--- config.mk ---
export PLATFORM = sky130hd
export DESIGN_NAME = ctrl_core
export DESIGN_NICKNAME = d
export VERILOG_FILES = /design/src/ctrl_pkg.sv /design/src/cmd_decode.sv /design/src/ctrl_core.sv /design/src/ctrl_exec.sv /design/src/resp_build.sv
export VERILOG_INCLUDE_DIRS = /design/src /design/src/src
export SDC_FILE = /design/constraint.sdc
export NUM_CORES = 1
export LEC_CHECK = 0
export ABC_CLOCK_PERIOD_IN_PS = 4100
export BUFFER_PORTS_ARGS = -buffer_cell sky130_fd_sc_hd__buf_2
export CORE_MARGIN = 2
export CORE_UTILIZATION = 25
export CTS_BUF_LIST = sky130_fd_sc_hd__clkbuf_8
export CTS_CLUSTER_DIAMETER = 100
export CTS_CLUSTER_SIZE = 30
export DETAILED_ROUTE_END_ITERATION = 10
export PLACE_DENSITY = 0.52
export SYNTH_ARGS = -nofsm -noshare
export SYNTH_HDL_FRONTEND = slang
export SYNTH_HIERARCHICAL = 1
export SYNTH_SLANG_ARGS = --single-unit
--- constraint.sdc ---
create_clock -name clk_ctrl -period 4.1 [get_ports clk_ctrl]
set_input_delay 0 -clock clk_ctrl [delete_from_list [all_inputs] [get_ports clk_ctrl]]
set_output_delay 0 -clock clk_ctrl [all_outputs]
set_load 0.05 [all_outputs]
--- src/ctrl_defines.svh ---
/*
  Widths, command addresses and fixed identity values of the control path.
  Eight-bit EEPROM configuration and 16-bit MAC tail are fixed by the
  word layout in ctrl_pkg and do not follow these macros.
*/

`ifndef CTRL_DEFINES_SVH
`define CTRL_DEFINES_SVH

// bus widths
`define CTRL_ADDR_W 6
`define CTRL_DATA_W 32
`define CTRL_RESP_W 40
`define CTRL_MAC_W 48

////////////////////////////////////////
// command addresses

// run, wide spectrum and tx request flags
`define CTRL_ADDR_GENERAL 6'h00
// eeprom config byte and alternate mac tail
`define CTRL_ADDR_NETCFG 6'h39

////////////////////////////////////////
// identity

`define CTRL_BASE_MAC 48'h001cc0a213dd
// echoed in the low byte of a netcfg readback
`define CTRL_VERSION_MINOR 8'd4
// eeprom config bit that swaps in the alternate mac tail
`define CTRL_ALTMAC_SEL_BIT 6

`endif

--- src/ctrl_pkg.sv ---
/*
  Types shared by the control path.
  A command data word has no fixed meaning of its own: the address decides
  whether it is read as a general word or as a netcfg word.
*/

`include "ctrl_defines.svh"

package ctrl_pkg;

  // result of address decode, computed once in cmd_decode
  typedef enum logic [1:0] {
    KIND_GENERAL,
    KIND_NETCFG,
    KIND_OTHER
  } cmd_kind_e;

  // general control word, address 0x00
  typedef struct packed {
    logic [`CTRL_DATA_W-4:0] rsvd;
    logic                    tx_req;
    logic                    wide_spectrum;
    logic                    run;
  } general_word_t;

  // network configuration word, address 0x39
  typedef struct packed {
    logic [7:0]  eeprom_config;
    logic [15:0] alt_mac;
    logic [7:0]  rsvd;
  } netcfg_word_t;

  // one data word, two readings
  typedef union packed {
    general_word_t general;
    netcfg_word_t  netcfg;
  } cmd_word_u;

endpackage

--- src/cmd_decode.sv ---
/*
  Command capture and address decode.
  cmd_cnt_i toggles once per command and may come from another clock.
  Address, data and response request must be stable from a cycle before
  the toggle until the next one; toggles at least two cycles apart.
  Hold cmd_cnt_i at 0 during reset, or a false command is seen.
*/

`include "ctrl_defines.svh"

module cmd_decode (
  input  logic                    clk_ctrl,
  input  logic                    rst_n_i,
  input  logic                    cmd_cnt_i,
  input  logic [`CTRL_ADDR_W-1:0] cmd_addr_i,
  input  logic [`CTRL_DATA_W-1:0] cmd_data_i,
  input  logic                    cmd_resprqst_i,
  output logic                    dec_valid_o,
  output ctrl_pkg::cmd_kind_e     dec_kind_o,
  output logic [`CTRL_ADDR_W-1:0] dec_addr_o,
  output ctrl_pkg::cmd_word_u     dec_word_o,
  output logic                    dec_resprqst_o
);
  import ctrl_pkg::*;

  localparam int cap_w = 1 + `CTRL_ADDR_W + `CTRL_DATA_W;

  logic                    cnt_meta;
  logic                    cnt_sync;
  logic                    cnt_prev;
  logic                    new_cmd;
  logic [cap_w-1:0]        cap_d1;
  logic [cap_w-1:0]        cap_d2;
  logic [`CTRL_ADDR_W-1:0] cap_addr;
  cmd_kind_e               cap_kind;

  ////////////////////////////////////////
  // toggle synchronizer and edge detect

  always_ff @(posedge clk_ctrl) begin
    if (!rst_n_i) begin
      cnt_meta    <= 1'b0;
      cnt_sync    <= 1'b0;
      cnt_prev    <= 1'b0;
      dec_valid_o <= 1'b0;
    end else begin
      cnt_meta    <= cmd_cnt_i;
      cnt_sync    <= cnt_meta;
      cnt_prev    <= cnt_sync;
      dec_valid_o <= new_cmd;
    end
  end

  assign new_cmd = cnt_sync ^ cnt_prev;

  // payload delayed alongside the synchronizer so a following
  // command cannot overwrite it before capture
  always_ff @(posedge clk_ctrl) begin
    cap_d1 <= {cmd_resprqst_i, cmd_addr_i, cmd_data_i};
    cap_d2 <= cap_d1;
  end

  assign cap_addr = cap_d2[`CTRL_DATA_W +: `CTRL_ADDR_W];

  always_comb begin
    case (cap_addr)
      `CTRL_ADDR_GENERAL: cap_kind = KIND_GENERAL;
      `CTRL_ADDR_NETCFG:  cap_kind = KIND_NETCFG;
      default:            cap_kind = KIND_OTHER;
    endcase
  end

  always_ff @(posedge clk_ctrl) begin
    if (new_cmd) begin
      dec_kind_o     <= cap_kind;
      dec_addr_o     <= cap_addr;
      dec_word_o     <= cap_d2[`CTRL_DATA_W-1:0];
      dec_resprqst_o <= cap_d2[cap_w-1];
    end
  end

endmodule

--- src/ctrl_core.sv ---
/*
  Control-domain command path, all on clk_ctrl.
  Settings change 4 edges after the toggle is first sampled and the
  response appears 5 edges after; up to three commands in flight.
*/

`include "ctrl_defines.svh"

module ctrl_core (
  input  logic                    clk_ctrl,
  input  logic                    rst_n_i,
  input  logic                    cmd_cnt_i,
  input  logic [`CTRL_ADDR_W-1:0] cmd_addr_i,
  input  logic [`CTRL_DATA_W-1:0] cmd_data_i,
  input  logic                    cmd_resprqst_i,
  input  logic                    tx_inhibit_i,
  input  logic                    alternate_mac_i,
  output logic                    run_o,
  output logic                    wide_spectrum_o,
  output logic                    tx_on_o,
  output logic [7:0]              eeprom_config_o,
  output logic [`CTRL_MAC_W-1:0]  local_mac_o,
  output logic [`CTRL_RESP_W-1:0] resp_o,
  output logic                    resp_valid_o
);

  // decode to execute
  logic                    dec_valid;
  ctrl_pkg::cmd_kind_e     dec_kind;
  logic [`CTRL_ADDR_W-1:0] dec_addr;
  ctrl_pkg::cmd_word_u     dec_word;
  logic                    dec_resprqst;

  // execute to response
  logic                    exec_done;
  ctrl_pkg::cmd_kind_e     exec_kind;
  logic [`CTRL_ADDR_W-1:0] exec_addr;
  logic                    exec_resprqst;
  logic [`CTRL_DATA_W-1:0] exec_rdata;

  cmd_decode cmd_decode_i (
    .clk_ctrl       (clk_ctrl),
    .rst_n_i        (rst_n_i),
    .cmd_cnt_i      (cmd_cnt_i),
    .cmd_addr_i     (cmd_addr_i),
    .cmd_data_i     (cmd_data_i),
    .cmd_resprqst_i (cmd_resprqst_i),
    .dec_valid_o    (dec_valid),
    .dec_kind_o     (dec_kind),
    .dec_addr_o     (dec_addr),
    .dec_word_o     (dec_word),
    .dec_resprqst_o (dec_resprqst)
  );

  ctrl_exec ctrl_exec_i (
    .clk_ctrl        (clk_ctrl),
    .rst_n_i         (rst_n_i),
    .dec_valid_i     (dec_valid),
    .dec_kind_i      (dec_kind),
    .dec_addr_i      (dec_addr),
    .dec_word_i      (dec_word),
    .dec_resprqst_i  (dec_resprqst),
    .tx_inhibit_i    (tx_inhibit_i),
    .alternate_mac_i (alternate_mac_i),
    .run_o           (run_o),
    .wide_spectrum_o (wide_spectrum_o),
    .tx_on_o         (tx_on_o),
    .eeprom_config_o (eeprom_config_o),
    .alt_mac_o       (),
    .local_mac_o     (local_mac_o),
    .exec_done_o     (exec_done),
    .exec_kind_o     (exec_kind),
    .exec_addr_o     (exec_addr),
    .exec_resprqst_o (exec_resprqst),
    .exec_rdata_o    (exec_rdata)
  );

  resp_build resp_build_i (
    .clk_ctrl        (clk_ctrl),
    .rst_n_i         (rst_n_i),
    .exec_done_i     (exec_done),
    .exec_kind_i     (exec_kind),
    .exec_addr_i     (exec_addr),
    .exec_resprqst_i (exec_resprqst),
    .exec_rdata_i    (exec_rdata),
    .run_i           (run_o),
    .tx_on_i         (tx_on_o),
    .resp_o          (resp_o),
    .resp_valid_o    (resp_valid_o)
  );

endmodule

--- src/ctrl_exec.sv ---
/*
  Control registers, transmit gating and local MAC.
  Registers update one cycle after dec_valid_i; addresses other than the
  general and netcfg words leave all state alone.
  tx_on_o and local_mac_o are combinational from the registers and the
  tx_inhibit_i and alternate_mac_i levels.
*/

`include "ctrl_defines.svh"

module ctrl_exec (
  input  logic                    clk_ctrl,
  input  logic                    rst_n_i,
  input  logic                    dec_valid_i,
  input  ctrl_pkg::cmd_kind_e     dec_kind_i,
  input  logic [`CTRL_ADDR_W-1:0] dec_addr_i,
  input  ctrl_pkg::cmd_word_u     dec_word_i,
  input  logic                    dec_resprqst_i,
  input  logic                    tx_inhibit_i,
  input  logic                    alternate_mac_i,
  output logic                    run_o,
  output logic                    wide_spectrum_o,
  output logic                    tx_on_o,
  output logic [7:0]              eeprom_config_o,
  output logic [15:0]             alt_mac_o,
  output logic [`CTRL_MAC_W-1:0]  local_mac_o,
  output logic                    exec_done_o,
  output ctrl_pkg::cmd_kind_e     exec_kind_o,
  output logic [`CTRL_ADDR_W-1:0] exec_addr_o,
  output logic                    exec_resprqst_o,
  output logic [`CTRL_DATA_W-1:0] exec_rdata_o
);
  import ctrl_pkg::*;

  localparam logic [`CTRL_MAC_W-1:0] base_mac = `CTRL_BASE_MAC;

  logic                    tx_req_q;
  logic                    run_d;
  logic                    wide_d;
  logic                    tx_req_d;
  logic [7:0]              eeprom_d;
  logic [15:0]             alt_mac_d;
  logic [`CTRL_DATA_W-1:0] rdata_d;

  always_comb begin
    run_d     = run_o;
    wide_d    = wide_spectrum_o;
    tx_req_d  = tx_req_q;
    eeprom_d  = eeprom_config_o;
    alt_mac_d = alt_mac_o;
    if (dec_valid_i) begin
      case (dec_kind_i)
        KIND_GENERAL: begin
          run_d    = dec_word_i.general.run;
          wide_d   = dec_word_i.general.wide_spectrum;
          tx_req_d = dec_word_i.general.tx_req;
        end
        KIND_NETCFG: begin
          eeprom_d  = dec_word_i.netcfg.eeprom_config;
          alt_mac_d = dec_word_i.netcfg.alt_mac;
        end
        default: ;
      endcase
    end
    // readback reflects the values being written this cycle
    case (dec_kind_i)
      KIND_GENERAL: rdata_d = {{(`CTRL_DATA_W-3){1'b0}}, tx_req_d, wide_d, run_d};
      KIND_NETCFG:  rdata_d = {eeprom_d, alt_mac_d, `CTRL_VERSION_MINOR};
      default:      rdata_d = '0;
    endcase
  end

  always_ff @(posedge clk_ctrl) begin
    if (!rst_n_i) begin
      run_o           <= 1'b0;
      wide_spectrum_o <= 1'b0;
      tx_req_q        <= 1'b0;
      eeprom_config_o <= 8'h00;
      alt_mac_o       <= 16'h0000;
      exec_done_o     <= 1'b0;
    end else begin
      run_o           <= run_d;
      wide_spectrum_o <= wide_d;
      tx_req_q        <= tx_req_d;
      eeprom_config_o <= eeprom_d;
      alt_mac_o       <= alt_mac_d;
      exec_done_o     <= dec_valid_i;
    end
  end

  always_ff @(posedge clk_ctrl) begin
    if (dec_valid_i) begin
      exec_kind_o     <= dec_kind_i;
      exec_addr_o     <= dec_addr_i;
      exec_resprqst_o <= dec_resprqst_i;
      exec_rdata_o    <= rdata_d;
    end
  end

  assign tx_on_o = tx_req_q & ~tx_inhibit_i;

  // alternate tail from eeprom, else jumper flips bit 1 of the base mac
  assign local_mac_o = eeprom_config_o[`CTRL_ALTMAC_SEL_BIT] ?
                       {base_mac[`CTRL_MAC_W-1:16], alt_mac_o} :
                       {base_mac[`CTRL_MAC_W-1:2], ~alternate_mac_i, base_mac[0]};

endmodule

--- src/resp_build.sv ---
/*
  Response word for commands that ask for one.
  Layout from the top: address, tx on, run, 32-bit readback.
  No back-pressure; a new response simply replaces resp_o.
*/

`include "ctrl_defines.svh"

module resp_build (
  input  logic                    clk_ctrl,
  input  logic                    rst_n_i,
  input  logic                    exec_done_i,
  input  ctrl_pkg::cmd_kind_e     exec_kind_i,
  input  logic [`CTRL_ADDR_W-1:0] exec_addr_i,
  input  logic                    exec_resprqst_i,
  input  logic [`CTRL_DATA_W-1:0] exec_rdata_i,
  input  logic                    run_i,
  input  logic                    tx_on_i,
  output logic [`CTRL_RESP_W-1:0] resp_o,
  output logic                    resp_valid_o
);
  import ctrl_pkg::*;

  logic resp_load;

  assign resp_load = exec_done_i & exec_resprqst_i;

  ////////////////////////////////////////
  // response register

  // unknown addresses arrive with a zero readback from ctrl_exec
  always_ff @(posedge clk_ctrl) begin
    if (!rst_n_i) begin
      resp_o       <= '0;
      resp_valid_o <= 1'b0;
    end else begin
      resp_valid_o <= resp_load;
      if (resp_load) begin
        resp_o <= {exec_addr_i, tx_on_i, run_i, exec_rdata_i};
      end
    end
  end

endmodule

==> metrics.cfg <==
[timing]
slew_violations = 0
setup_viol_count_final = 0
rsz0062_at_grt = no
hold_violations = 0
period_needed_ns = 1.95
max_freq_mhz = 512
fin_skew_ns = 0.0337
worst_pin_slew_ns = 0.954
timing.final.crit_share_pct = 47.6
slew_headroom_pct = 36.4
tns_ns = 0

[floorplan]
core_mm2 = 0.0288
io_pins = 144
start_util_pct = 25.5
num_rows = 62
die_h_um = 175
die_x_um = 175
dieArea_mm2 = 0.0307

[route]
vias = 4070
ant_nets = 0
dr.first_iter.drc_count = 252
wl_met2_mm = 6.08
wire_per_inst_um = 13.1
viasPerCell = 3.75
drt_pass1_iterations = 4
top_layer_used = met4
drt-total-wl_mm = 14.2
m1WireLength_mm = 7.31
routed-wl-met3_um = 550
drcViolationCount = 0

[grt]
grt_pass1_vias = 3826
grt_remaining_overflow = 0
grt_antenna_before_repair = 0
grt_max_degree = 98
grt_pass1_wl_mm = 22.1
gr-usage-all-layers_pct = 9.00

[layout]
regArea_mm2 = 0.00493
final_layout_size_suffix_gt1_share_pct = 24.1
antenna_cells = 0
syn2layout_area_growth_pct = 16.2
fill_cells = 2949
multi_input_area_mm2 = 0.00197
nets = 740

[yosys]
synthCells = 578
syn-cell-area_mm2 = 0.00733
yosys_warnings = 6
syn_avg_cell_area_um2 = 12.7

[critical_path]
cp_cell_sequence = and2_4 > o21ai_2
crit_type = reg -> reg
worstPathRequired_ns = 4.49
timing.rr.start = ctrl_exec_i/exec_done_o
cp_data_arrival_time_ns = 2.35
slowest_delay_ns = 0.92
start_kind = flip-flop
timing.critical_path.from = ctrl_exec_i/exec_done_o
crit_slowest_cell = dfxtp_2
cp_max_fo = 42
cp-end-kind = flip-flop

[run]
cap_violations = 0

[power_and_ir_drop]
ir_worst_vdd_mv = 0.167
power_mw = 3.40
p_leak_nw = 3.13
power.density_mw_per_mm2 = 399

[cts]
insertion_delay_ns = 0.50
clockBufferDepth = 3
clk_pin_slew_worst_paths_ns = 0.19
cts_root_buffer = clkbuf_8
cts.sinks = 211
htree_levels = 1
cts_tree = yes
cts_buffers = 11

[placed_design]
port-buffer-count = 106
dp_hpwl_mm = 9.21
routabilityCongestion = 0.750

[outcome]
status = finished clean

[hold_path]
hold_class = in -> reg
hp-start = rst_n_i

-- layout make-up --
class	instances	area share (%)
Sequential cell	211	57.9
Multi-Input combinational cell	324	23.2
Timing Repair Buffer	146	10.8
Tap cell	384	5.64
Clock buffer	11	1.78
Clock inverter	6	0.544
Inverter	2	0.0882
-- worst paths after layout --
path / endpoint / slack (ns) / cells past startpoint
hold / removal: ctrl_exec_i/alt_mac_o[6] / 0.11 / 3
setup reg to reg: resp_build_i/resp_o[32] / 2.15 / 2
setup / recovery: resp_build_i/resp_o[32] / 2.15 / 2
hold reg to reg: cmd_decode_i/cap_d2[10] / 0.30 / 0
-- state kept, by name, indices dropped and copies added, names as in the netlist, 2 cells and up --
signal	cells
cmd_decode_i/dec_word_o	27
ctrl_exec_i/eeprom_config_o	8
ctrl_exec_i/alt_mac_o	16
cmd_decode_i/dec_kind_o	2
cmd_decode_i/dec_addr_o	6
ctrl_exec_i/exec_addr_o	6
cmd_decode_i/cap_d1	34
ctrl_exec_i/exec_rdata_o	27
resp_build_i/resp_o	40
cmd_decode_i/cap_d2	34
-- through the flow --
| step | cells | hold WS, ns | area (µm²) | utilization [%] | worst slack, ns |
|---|---|---|---|---|---|
| final | 1084 | 0.114 | 8510 | 29.6 | 2.15 |
| after global routing | 1084 | 0.0802 | 8510 | 29.6 | 2.01 |
| after CTS | 1084 | 0.0722 | 8510 | 29.6 | 2.14 |
| after detailed placement | 1031 | 0.104 | 7960 | 27.6 | 2.19 |
| after global placement | 1031 | 0.103 | 7960 | 27.6 | 2.17 |
| after floorplan | 613 | 0.0277 | 7460 | - | 1.59 |
-- routing by layer --
metal	GRT usage [%]	vias to the layer above
li1	-	2133
met1	13.5	1842
met2	13.1	77
met3	1.57	18
met4	2.78	0
met5	0	-
-- power by group --
group / total [mW] / leakage, nW / switching, mW / internal, mW
registers: 2.26 / 1.76 / 0.0325 / 2.23
clock network: 0.923 / 0.116 / 0.649 / 0.274
logic: 0.209 / 1.25 / 0.151 / 0.0581
total: 3.40 / 3.13 / 0.832 / 2.56
-- critical path, delay by kind of cell, from the launching register on --
family          cells  cell delay (ns)
flops               1             0.92
simple gates        1             0.76
compound gates      1             0.12
-- placed cells by master (no fill, tap or decap) --
cell	n
dfxtp_1	139
buf_2	105
nand2_1	94
edfxtp_1	70
mux2i_1	55
nand4_1	41
o21ai_2	40
conb_1	37
dlygate4sd3_1	36
nor2_1	24
clkbuf_8	11
and2_1	11
nand2b_1	10
inv_1	6
buf_4	5
nor3_1	3
inv_16	1
inv_8	1
or4_1	1
a211o_1	1
xor2_4	1
dfxtp_4	1
a21oi_1	1
nor2b_1	1
and3b_2	1
nor3b_1	1
dfxtp_2	1
and2_4	1
and3_2	1
-- timing repair --
item / in CTS / in global routing
setup buffers: 0 / 0
hold buffers: 36 / 0
setup endpoints to repair: 0 / 0
gates resized for setup: 0 / 0
endpoints found under the hold margin: 36 / 0
Note: power is estimated with default switching activity, not from simulation.
